File: src/ccu_pkg.sv
package ccu_pkg;

  localparam int unsigned ADDR_W      = 32;
  localparam int unsigned DATA_W      = 32;
  localparam int unsigned LEN_W       = 4;
  localparam int unsigned LINE_OFFS   = 4;
  localparam int unsigned CM_ADDR_W   = ADDR_W - LINE_OFFS;
  localparam int unsigned NUM_PORTS   = 2;
  localparam int unsigned NUM_PATHS   = 2;
  localparam int unsigned PORT_ID_W   = 3;
  localparam int unsigned GRP_ID_W    = PORT_ID_W + 1;
  localparam int unsigned MEM_ID_W    = GRP_ID_W + 1;
  localparam int unsigned TRACK_DEPTH = 4;
  localparam int unsigned DONE_DEPTH  = 2;

  typedef logic [1:0] domain_t;

  // Inner and outer shareable domains are snooped
  localparam domain_t DOMAIN_NONSH  = 2'b00;
  localparam domain_t DOMAIN_INNER  = 2'b01;
  localparam domain_t DOMAIN_OUTER  = 2'b10;
  localparam domain_t DOMAIN_SYSTEM = 2'b11;

  typedef logic [ADDR_W-1:0] addr_t;
  typedef logic [DATA_W-1:0] data_t;
  typedef logic [LEN_W-1:0]  len_t;

  ////////////////////////////////////////
  // Initiator port
  ////////////////////////////////////////

  typedef struct packed {
    logic [PORT_ID_W-1:0] id;
    addr_t                addr;
    len_t                 len;
    domain_t              domain;
  } port_ar_t;

  typedef struct packed {
    logic [PORT_ID_W-1:0] id;
    data_t                data;
    logic                 last;
  } port_r_t;

  typedef struct packed {
    logic     ar_valid;
    port_ar_t ar;
    logic     r_ready;
    logic     rack;
  } port_req_t;

  typedef struct packed {
    logic    ar_ready;
    logic    r_valid;
    port_r_t r;
  } port_rsp_t;

  ////////////////////////////////////////
  // After a path mux
  ////////////////////////////////////////

  typedef struct packed {
    logic [GRP_ID_W-1:0] id;
    addr_t               addr;
    len_t                len;
    domain_t             domain;
  } grp_ar_t;

  typedef struct packed {
    logic [GRP_ID_W-1:0] id;
    data_t               data;
    logic                last;
  } grp_r_t;

  typedef struct packed {
    logic    ar_valid;
    grp_ar_t ar;
    logic    r_ready;
    logic    rack;
  } grp_req_t;

  typedef struct packed {
    logic   ar_ready;
    logic   r_valid;
    grp_r_t r;
  } grp_rsp_t;

  ////////////////////////////////////////
  // Memory side
  ////////////////////////////////////////

  typedef struct packed {
    logic [MEM_ID_W-1:0] id;
    addr_t               addr;
    len_t                len;
    domain_t             domain;
  } mem_ar_t;

  typedef struct packed {
    logic [MEM_ID_W-1:0] id;
    data_t               data;
    logic                last;
  } mem_r_t;

  typedef struct packed {
    logic    ar_valid;
    mem_ar_t ar;
    logic    r_ready;
    logic    rack;
  } mem_req_t;

  typedef struct packed {
    logic   ar_ready;
    logic   r_valid;
    mem_r_t r;
  } mem_rsp_t;

endpackage

File: src/ccu_read_demux.sv
`timescale 1ns/1ps

module ccu_read_demux (
  input  logic                                        clk_i,
  input  logic                                        rst_n_i,
  input  ccu_pkg::port_req_t                          port_req_i,
  output ccu_pkg::port_rsp_t                          port_rsp_o,
  output ccu_pkg::port_req_t [ccu_pkg::NUM_PATHS-1:0] path_req_o,
  input  ccu_pkg::port_rsp_t [ccu_pkg::NUM_PATHS-1:0] path_rsp_i
);

  import ccu_pkg::*;

  logic       ar_snoop;
  logic       ar_ok;
  logic       ar_hs;
  logic       last_hs;
  logic       cur_path_q;
  logic [2:0] outst_q;

  // Two-entry FIFO of path bits that steers racks
  logic [1:0] rack_path_q;
  logic       rack_rd_q;
  logic       rack_wr_q;
  logic [1:0] rack_cnt_q;
  logic       rack_full;
  logic       rack_empty;
  logic       rack_pop;

  assign ar_snoop = (port_req_i.ar.domain == DOMAIN_INNER) ||
                    (port_req_i.ar.domain == DOMAIN_OUTER);

  // Path change only with nothing in flight
  assign ar_ok = (outst_q != 3'd7) && ((outst_q == 3'd0) || (ar_snoop == cur_path_q));

  assign rack_full  = (rack_cnt_q == 2'd2);
  assign rack_empty = (rack_cnt_q == 2'd0);
  assign rack_pop   = port_req_i.rack && !rack_empty;

  assign ar_hs   = port_req_i.ar_valid && port_rsp_o.ar_ready;
  assign last_hs = port_rsp_o.r_valid && port_req_i.r_ready && port_rsp_o.r.last;

  always_comb begin
    port_rsp_o.ar_ready = ar_ok && path_rsp_i[ar_snoop].ar_ready;
    port_rsp_o.r_valid  = path_rsp_i[cur_path_q].r_valid && !rack_full;
    port_rsp_o.r        = path_rsp_i[cur_path_q].r;
    for (int p = 0; p < NUM_PATHS; p++) begin
      path_req_o[p].ar_valid = port_req_i.ar_valid && ar_ok && (ar_snoop == p[0]);
      path_req_o[p].ar       = port_req_i.ar;
      path_req_o[p].r_ready  = port_req_i.r_ready && !rack_full && (cur_path_q == p[0]);
      path_req_o[p].rack     = rack_pop && (rack_path_q[rack_rd_q] == p[0]);
    end
  end

  always_ff @(posedge clk_i) begin
    if (!rst_n_i) begin
      cur_path_q <= 1'b0;
      outst_q    <= 3'd0;
      rack_rd_q  <= 1'b0;
      rack_wr_q  <= 1'b0;
      rack_cnt_q <= 2'd0;
    end else begin
      if (ar_hs) begin
        cur_path_q <= ar_snoop;
      end
      case ({ar_hs, last_hs})
        2'b10:   outst_q <= outst_q + 3'd1;
        2'b01:   outst_q <= outst_q - 3'd1;
        default: outst_q <= outst_q;
      endcase
      if (last_hs) begin
        rack_wr_q <= !rack_wr_q;
      end
      if (rack_pop) begin
        rack_rd_q <= !rack_rd_q;
      end
      case ({last_hs, rack_pop})
        2'b10:   rack_cnt_q <= rack_cnt_q + 2'd1;
        2'b01:   rack_cnt_q <= rack_cnt_q - 2'd1;
        default: rack_cnt_q <= rack_cnt_q;
      endcase
    end
  end

  always_ff @(posedge clk_i) begin
    if (last_hs) begin
      rack_path_q[rack_wr_q] <= cur_path_q;
    end
  end

endmodule

File: src/ccu_read_mux.sv
`timescale 1ns/1ps

module ccu_read_mux #(
  parameter type slv_req_t = logic,
  parameter type slv_rsp_t = logic,
  parameter type mst_req_t = logic,
  parameter type mst_rsp_t = logic
) (
  input  logic           clk_i,
  input  logic           rst_n_i,
  input  slv_req_t [1:0] slv_req_i,
  output slv_rsp_t [1:0] slv_rsp_o,
  output mst_req_t       mst_req_o,
  input  mst_rsp_t       mst_rsp_i
);

  // Master id carries the input index on top
  localparam int unsigned MST_ID_W = $bits(mst_rsp_i.r.id);
  localparam int unsigned SLV_ID_W = MST_ID_W - 1;

  logic       rr_q;
  logic       lock_q;
  logic       lock_sel_q;
  logic       ar_sel;
  logic       ar_hs;
  logic       r_sel;
  logic       rack_out;
  logic [3:0] rack_cnt_q;
  logic [3:0] rack_cnt_d;

  ////////////////////////////////////////
  // Arbitration
  ////////////////////////////////////////

  always_comb begin
    if (lock_q) begin
      ar_sel = lock_sel_q;
    end else if (slv_req_i[rr_q].ar_valid) begin
      ar_sel = rr_q;
    end else begin
      ar_sel = !rr_q;
    end
  end

  assign ar_hs = mst_req_o.ar_valid && mst_rsp_i.ar_ready;

  always_ff @(posedge clk_i) begin
    if (!rst_n_i) begin
      rr_q       <= 1'b0;
      lock_q     <= 1'b0;
      lock_sel_q <= 1'b0;
    end else if (ar_hs) begin
      lock_q <= 1'b0;
      rr_q   <= !ar_sel;
    end else if (mst_req_o.ar_valid) begin
      // Hold the grant until the handshake
      lock_q     <= 1'b1;
      lock_sel_q <= ar_sel;
    end
  end

  ////////////////////////////////////////
  // Requests and responses
  ////////////////////////////////////////

  assign r_sel = mst_rsp_i.r.id[MST_ID_W-1];

  always_comb begin
    mst_req_o.ar_valid  = slv_req_i[ar_sel].ar_valid;
    mst_req_o.ar.id     = {ar_sel, slv_req_i[ar_sel].ar.id};
    mst_req_o.ar.addr   = slv_req_i[ar_sel].ar.addr;
    mst_req_o.ar.len    = slv_req_i[ar_sel].ar.len;
    mst_req_o.ar.domain = slv_req_i[ar_sel].ar.domain;
    mst_req_o.r_ready   = slv_req_i[r_sel].r_ready;
    mst_req_o.rack      = rack_out;
  end

  always_comb begin
    for (int i = 0; i < 2; i++) begin
      slv_rsp_o[i].ar_ready = mst_rsp_i.ar_ready && (ar_sel == i[0]);
      slv_rsp_o[i].r_valid  = mst_rsp_i.r_valid && (r_sel == i[0]);
      slv_rsp_o[i].r.id     = mst_rsp_i.r.id[SLV_ID_W-1:0];
      slv_rsp_o[i].r.data   = mst_rsp_i.r.data;
      slv_rsp_o[i].r.last   = mst_rsp_i.r.last;
    end
  end

  ////////////////////////////////////////
  // Rack merge
  ////////////////////////////////////////

  // Racks beyond one per cycle wait in the counter
  assign rack_out = (rack_cnt_q != 4'd0) || slv_req_i[0].rack || slv_req_i[1].rack;

  assign rack_cnt_d = rack_cnt_q
                    + {3'd0, slv_req_i[0].rack}
                    + {3'd0, slv_req_i[1].rack}
                    - {3'd0, rack_out};

  always_ff @(posedge clk_i) begin
    if (!rst_n_i) begin
      rack_cnt_q <= 4'd0;
    end else begin
      rack_cnt_q <= rack_cnt_d;
    end
  end

endmodule

File: src/ccu_line_tracker.sv
`timescale 1ns/1ps

module ccu_line_tracker (
  input  logic                          clk_i,
  input  logic                          rst_n_i,
  input  ccu_pkg::grp_req_t             slv_req_i,
  output ccu_pkg::grp_rsp_t             slv_rsp_o,
  output ccu_pkg::grp_req_t             mst_req_o,
  input  ccu_pkg::grp_rsp_t             mst_rsp_i,
  output logic                          cm_req_o,
  output logic [ccu_pkg::CM_ADDR_W-1:0] cm_addr_o
);

  import ccu_pkg::*;

  typedef logic [$clog2(TRACK_DEPTH)-1:0] idx_t;

  // Table of outstanding snooping reads
  logic [TRACK_DEPTH-1:0]                  valid_q;
  logic [TRACK_DEPTH-1:0]                  done_q;
  logic [TRACK_DEPTH-1:0][TRACK_DEPTH-1:0] older_q;
  logic [TRACK_DEPTH-1:0][GRP_ID_W-1:0]    id_q;
  logic [TRACK_DEPTH-1:0][CM_ADDR_W-1:0]   line_q;

  // Completion queue of table indices
  idx_t [DONE_DEPTH-1:0]             done_idx_q;
  logic [$clog2(DONE_DEPTH)-1:0]     done_rd_q;
  logic [$clog2(DONE_DEPTH)-1:0]     done_wr_q;
  logic [$clog2(DONE_DEPTH+1)-1:0]   done_cnt_q;

  logic                   full;
  logic                   done_full;
  logic                   done_empty;
  logic                   r_hold;
  logic                   ar_hs;
  logic                   last_hs;
  logic                   rack_pop;
  logic [TRACK_DEPTH-1:0] match;
  idx_t                   free_idx;
  idx_t                   match_idx;
  idx_t                   head_idx;
  logic                   cm_req_q;
  logic [CM_ADDR_W-1:0]   cm_addr_q;

  assign full       = &valid_q;
  assign done_full  = (done_cnt_q == DONE_DEPTH);
  assign done_empty = (done_cnt_q == '0);
  assign r_hold     = mst_rsp_i.r.last && done_full;
  assign head_idx   = done_idx_q[done_rd_q];

  always_comb begin
    mst_req_o          = slv_req_i;
    mst_req_o.ar_valid = slv_req_i.ar_valid && !full;
    mst_req_o.r_ready  = slv_req_i.r_ready && !r_hold;
    slv_rsp_o          = mst_rsp_i;
    slv_rsp_o.ar_ready = mst_rsp_i.ar_ready && !full;
    slv_rsp_o.r_valid  = mst_rsp_i.r_valid && !r_hold;
  end

  assign ar_hs    = slv_req_i.ar_valid && slv_rsp_o.ar_ready;
  assign last_hs  = slv_rsp_o.r_valid && slv_req_i.r_ready && mst_rsp_i.r.last;
  assign rack_pop = slv_req_i.rack && !done_empty;

  always_comb begin
    free_idx = '0;
    for (int i = TRACK_DEPTH - 1; i >= 0; i--) begin
      if (!valid_q[i]) begin
        free_idx = idx_t'(i);
      end
    end
  end

  // Oldest pending entry with the id of the beat
  always_comb begin
    logic oldest;
    match_idx = '0;
    for (int i = 0; i < TRACK_DEPTH; i++) begin
      match[i] = valid_q[i] && !done_q[i] && (id_q[i] == mst_rsp_i.r.id);
    end
    for (int i = 0; i < TRACK_DEPTH; i++) begin
      oldest = match[i];
      for (int j = 0; j < TRACK_DEPTH; j++) begin
        if (match[j] && older_q[j][i]) begin
          oldest = 1'b0;
        end
      end
      if (oldest) begin
        match_idx = idx_t'(i);
      end
    end
  end

  always_ff @(posedge clk_i) begin
    if (!rst_n_i) begin
      valid_q    <= '0;
      done_q     <= '0;
      done_rd_q  <= '0;
      done_wr_q  <= '0;
      done_cnt_q <= '0;
      cm_req_q   <= 1'b0;
    end else begin
      cm_req_q <= rack_pop;
      if (rack_pop) begin
        valid_q[head_idx] <= 1'b0;
        done_rd_q         <= done_rd_q + 1'b1;
      end
      if (ar_hs) begin
        valid_q[free_idx] <= 1'b1;
        done_q[free_idx]  <= 1'b0;
      end
      if (last_hs) begin
        done_q[match_idx] <= 1'b1;
        done_wr_q         <= done_wr_q + 1'b1;
      end
      case ({last_hs, rack_pop})
        2'b10:   done_cnt_q <= done_cnt_q + 1'b1;
        2'b01:   done_cnt_q <= done_cnt_q - 1'b1;
        default: done_cnt_q <= done_cnt_q;
      endcase
    end
  end

  always_ff @(posedge clk_i) begin
    if (ar_hs) begin
      id_q[free_idx]   <= slv_req_i.ar.id;
      line_q[free_idx] <= slv_req_i.ar.addr[ADDR_W-1:LINE_OFFS];
      // New entry is younger than every live one
      for (int j = 0; j < TRACK_DEPTH; j++) begin
        older_q[free_idx][j] <= 1'b0;
        older_q[j][free_idx] <= valid_q[j];
      end
    end
    if (last_hs) begin
      done_idx_q[done_wr_q] <= match_idx;
    end
    if (rack_pop) begin
      cm_addr_q <= line_q[head_idx];
    end
  end

  assign cm_req_o  = cm_req_q;
  assign cm_addr_o = cm_addr_q;

endmodule

File: src/ccu_master_path.sv
`timescale 1ns/1ps

module ccu_master_path (
  input  logic                                        clk_i,
  input  logic                                        rst_n_i,
  input  ccu_pkg::port_req_t [ccu_pkg::NUM_PORTS-1:0] port_req_i,
  output ccu_pkg::port_rsp_t [ccu_pkg::NUM_PORTS-1:0] port_rsp_o,
  output ccu_pkg::mem_req_t                           mem_req_o,
  input  ccu_pkg::mem_rsp_t                           mem_rsp_i,
  output logic                                        cm_req_o,
  output logic [ccu_pkg::CM_ADDR_W-1:0]               cm_addr_o
);

  import ccu_pkg::*;

  port_req_t [NUM_PORTS-1:0] snp_req;
  port_rsp_t [NUM_PORTS-1:0] snp_rsp;
  port_req_t [NUM_PORTS-1:0] nsnp_req;
  port_rsp_t [NUM_PORTS-1:0] nsnp_rsp;

  grp_req_t snp_mux_req;
  grp_rsp_t snp_mux_rsp;
  grp_req_t snp_trk_req;
  grp_rsp_t snp_trk_rsp;
  grp_req_t nsnp_mux_req;
  grp_rsp_t nsnp_mux_rsp;

  ////////////////////////////////////////
  // Demux
  ////////////////////////////////////////

  for (genvar i = 0; i < NUM_PORTS; i++) begin : gen_demux
    ccu_read_demux i_demux (
      .clk_i      (clk_i),
      .rst_n_i    (rst_n_i),
      .port_req_i (port_req_i[i]),
      .port_rsp_o (port_rsp_o[i]),
      .path_req_o ({snp_req[i], nsnp_req[i]}),
      .path_rsp_i ({snp_rsp[i], nsnp_rsp[i]})
    );
  end

  ////////////////////////////////////////
  // Snooping path
  ////////////////////////////////////////

  ccu_read_mux #(
    .slv_req_t (port_req_t),
    .slv_rsp_t (port_rsp_t),
    .mst_req_t (grp_req_t),
    .mst_rsp_t (grp_rsp_t)
  ) i_snoop_mux (
    .clk_i     (clk_i),
    .rst_n_i   (rst_n_i),
    .slv_req_i (snp_req),
    .slv_rsp_o (snp_rsp),
    .mst_req_o (snp_mux_req),
    .mst_rsp_i (snp_mux_rsp)
  );

  ccu_line_tracker i_tracker (
    .clk_i     (clk_i),
    .rst_n_i   (rst_n_i),
    .slv_req_i (snp_mux_req),
    .slv_rsp_o (snp_mux_rsp),
    .mst_req_o (snp_trk_req),
    .mst_rsp_i (snp_trk_rsp),
    .cm_req_o  (cm_req_o),
    .cm_addr_o (cm_addr_o)
  );

  ////////////////////////////////////////
  // Non-snooping path and final mux
  ////////////////////////////////////////

  ccu_read_mux #(
    .slv_req_t (port_req_t),
    .slv_rsp_t (port_rsp_t),
    .mst_req_t (grp_req_t),
    .mst_rsp_t (grp_rsp_t)
  ) i_nosnoop_mux (
    .clk_i     (clk_i),
    .rst_n_i   (rst_n_i),
    .slv_req_i (nsnp_req),
    .slv_rsp_o (nsnp_rsp),
    .mst_req_o (nsnp_mux_req),
    .mst_rsp_i (nsnp_mux_rsp)
  );

  // Input 1 is the snooping path and sets the top id bit
  ccu_read_mux #(
    .slv_req_t (grp_req_t),
    .slv_rsp_t (grp_rsp_t),
    .mst_req_t (mem_req_t),
    .mst_rsp_t (mem_rsp_t)
  ) i_final_mux (
    .clk_i     (clk_i),
    .rst_n_i   (rst_n_i),
    .slv_req_i ({snp_trk_req, nsnp_mux_req}),
    .slv_rsp_o ({snp_trk_rsp, nsnp_mux_rsp}),
    .mst_req_o (mem_req_o),
    .mst_rsp_i (mem_rsp_i)
  );

endmodule

File: config.mk
export PLATFORM = sky130hd
export DESIGN_NAME = ccu_master_path
export DESIGN_NICKNAME = d
export VERILOG_FILES = /design/src/ccu_pkg.sv /design/src/ccu_read_demux.sv /design/src/ccu_read_mux.sv /design/src/ccu_line_tracker.sv /design/src/ccu_master_path.sv
export SDC_FILE = /design/constraint.sdc
export NUM_CORES = 1
export LEC_CHECK = 0
export BUFFER_PORTS_ARGS = -buffer_cell sky130_fd_sc_hd__buf_2
export CAP_MARGIN = 20
export CORE_MARGIN = 2
export CORE_UTILIZATION = 58
export CTS_CLUSTER_DIAMETER = 100
export DETAILED_ROUTE_END_ITERATION = 7
export PLACE_DENSITY = 0.9
export SLEW_MARGIN = 20
export SYNTH_ARGS = -nofsm -noshare
export SYNTH_HDL_FRONTEND = slang
export SYNTH_SLANG_ARGS = --single-unit
export TNS_END_PERCENT = 10
File: constraint.sdc
create_clock -name clk_i -period 8 [get_ports clk_i]
set_clock_uncertainty 0.2 [all_clocks]
set_input_delay 0.4 -clock clk_i [delete_from_list [all_inputs] [get_ports clk_i]]
set_output_delay 0.4 -clock clk_i [all_outputs]
set_load 0.005 [all_outputs]
==> metrics.txt <==
outcome=finished, final reports clean; #FFs+latches synth=226; clk buf depth=3; cell with the most instances after synthesis=edfxtp_1; Finish-stage setup viols=0; hold path startpoint=port_req_i[74]; P&R area growth vs syn=12.6%; Fin. Hold Viols=0; Max FO, Critical Path=42; TritonCTS buffer count=22; top cell type's share of synthesized area=47.7%; DRC violations left=0; final wirelength=24.5 mm; I/O Buffers=184; worst slew pin tran=0.939 ns; worst rel slew slack=37.4%; FFs w/ async S/R, synth=0%; share of cells above drive strength 1=31.7%; Die Wd=142 µm; Synth Instances=872; RePlAce Congestion=0.868; Yosys cell types=67; initial antenna violation count=0; # H-tree levels=1; Tot GR Track Use=24.1%; number of global-route vias before repair=7313; first-pass GRT wire length=37.6 mm; Hold Path Class=input pin to register; grt total ovfl=0; sequential-to-total area share from yosys stat=56.7%; setup tns final=0 ns; routed length per instance=19.9 µm; core area=18700 µm²; Synth Warn #=0; syn_area_per_cell=12.7 µm²; Via density=5.83; Setup WS pre-CTS=3.73 ns; worst skew pair latency=0.51 ns; Critical Path AT=4.21 ns; clock root buffer=clkbuf_16; Post-layout nets=1138; Post-DRT Antenna Nets=0; synthesized area=11100 µm²; largest net degree at the start of global routing=43; worst setup margin=3.19 ns; synth top area cells=edfxtp_1 (48%), dfxtp_1 (9.0%), mux4_2 (5.7%); postcts setup bufs=0; number of diodes=0; I/O Pins=281; fin crit period=4.81 ns; Die Ht=142 µm; Post-Syn Nets=1025; 1st-pass router iterations=5; Critical R2R Launch=gen_demux[1].i_demux.cur_path_q; Via Count=7196; Crit path required time=7.40 ns; CTS hold repair buffers=0; number of gates resized after CTS=0; CP Class=register to primary output; type of origin of the critical path=register; Pwr per Cell Area=266 nW/µm²; Setup crit end kind=primary output; Worst-path clk slew=0.06 ns; leading area contributor after synthesis=edfxtp_1; Commonest cells post-synth=edfxtp_1 (176), nand2_1 (124), buf_4 (74); Pwr Total=0.00332 W; period utilisation layout=60.2%; TritonCTS clock tree=built; Max rail drop VDD=0.206 mV; row count=50; CTS Sinks=226; Max Cap Violations=0; RSZ-0062 raised after global routing=no; worst setup path start=gen_demux[1].i_demux.cur_path_q; leakage power=4.97 nW; Initial Util=59.2%; Fmax=0.208 GHz; dpl hpwl=15.5 mm; Post-synth EDFFs=176; DRT iter0 DRCs=499; die area=20200 µm²; filler cell count in the final layout=1251; Post-synth top flop=edfxtp_1; max-slew violations=0
[area by class of cell]
type	instances	area, µm²	area share [%]
Multi-Input combinational cell	496	3980	31.9
Timing Repair Buffer	193	1030	8.24
Clock inverter	16	166	1.33
Clock buffer	24	558	4.47
Inverter	46	173	1.38
Sequential cell	226	6290	50.4
Tap cell	234	293	2.35
[final timing paths]
| path | to | slack, ns | depth (start not counted) |
|---|---|---|---|
| max | mem_req_o[28] | 3.19 | 9 |
| min | i_tracker.line_q[18] | 0.04 | 3 |
| max reg2reg | gen_demux[1].i_demux.outst_q[2] | 3.80 | 14 |
| min reg2reg | i_final_mux.lock_sel_q | 0.27 | 2 |
[cell usage in the layout, fill, tap and decap left out, drive strengths merged, types with 14 or more instances in the layout]
master,n
mux4,28
xor2,18
edfxtp,176
o21ai,14
nor2,59
inv,47
dfxtp,50
buf,193
ha,15
clkbuf,24
nand2,124
xnor2,22
a21oi,19
mux2,42
[sequential cells by signal, indices dropped and copies added (netlist names), 4 cells and up, named ones only]
signal                         cells
i_tracker.line_q                 112
i_tracker.cm_addr_o               28
i_tracker.id_q                    16
i_tracker.older_q                  9
gen_demux.i_demux.outst_q          6
gen_demux.i_demux.rack_cnt_q       4
gen_demux.i_demux.rack_path_q      4
i_final_mux.rack_cnt_q             4
i_nosnoop_mux.rack_cnt_q           4
i_snoop_mux.rack_cnt_q             4
i_tracker.done_idx_q               4
i_tracker.done_q                   4
i_tracker.valid_q                  4
[cells by family (layout without fill, tap and decap cells)]
kind of cell / after synthesis / in the layout / share of synthesized area, %
AO/OA/AOI/OAI: 93 / 93 / 6.19
buffers and inverters: 150 / 279 / 7.87
XOR/XNOR: 41 / 41 / 3.38
adder cells (fa/ha/maj): 23 / 23 / 3.14
multiplexers: 75 / 75 / 11.8
flip-flops: 226 / 226 / 56.7
AND/OR/NAND/NOR: 264 / 264 / 10.8
[worst max-delay path: stages, from the launching register on]
cell      delay, ns
dfxtp_1        0.52
xnor3_2        0.54
a21boi_4       0.25
nor2_1         0.13
o221ai_1       0.36
a221o_2        0.43
mux2i_4        0.27
buf_4          0.67
mux2_4         0.36
buf_2          0.14
[layer usage]
layer,share of wire [%],vias to the layer above,GRT usage (%)
li1,-,3279,-
met1,38,3479,29.2
met2,51,361,42.4
met3,7.3,77,4.04
met4,3.7,0,10.8
met5,0,-,0
[power breakdown]
part | switching (W) | total, W | internal, W
Sequential | 0.0000383 | 0.00143 | 0.00139
Combinational | 0.000464 | 0.000858 | 0.000394
Clock | 0.000429 | 0.00103 | 0.000604
Total | 0.000931 | 0.00332 | 0.00238
[metrics by stage]
step | cells | utilization [%] | hold WS [ns] | instance area (µm²)
after detailed placement | 1193 | 62.6 | 0.261 | 11700
after global routing | 1235 | 66.7 | 0.0655 | 12500
after CTS | 1233 | 66.4 | 0.0205 | 12400
after floorplan | 872 | - | 0.206 | 11100
final | 1235 | 66.7 | 0.0368 | 12500
after global placement | 1193 | 62.6 | 0.255 | 11700
No activity file was read; power rests on OpenSTA's default activity.
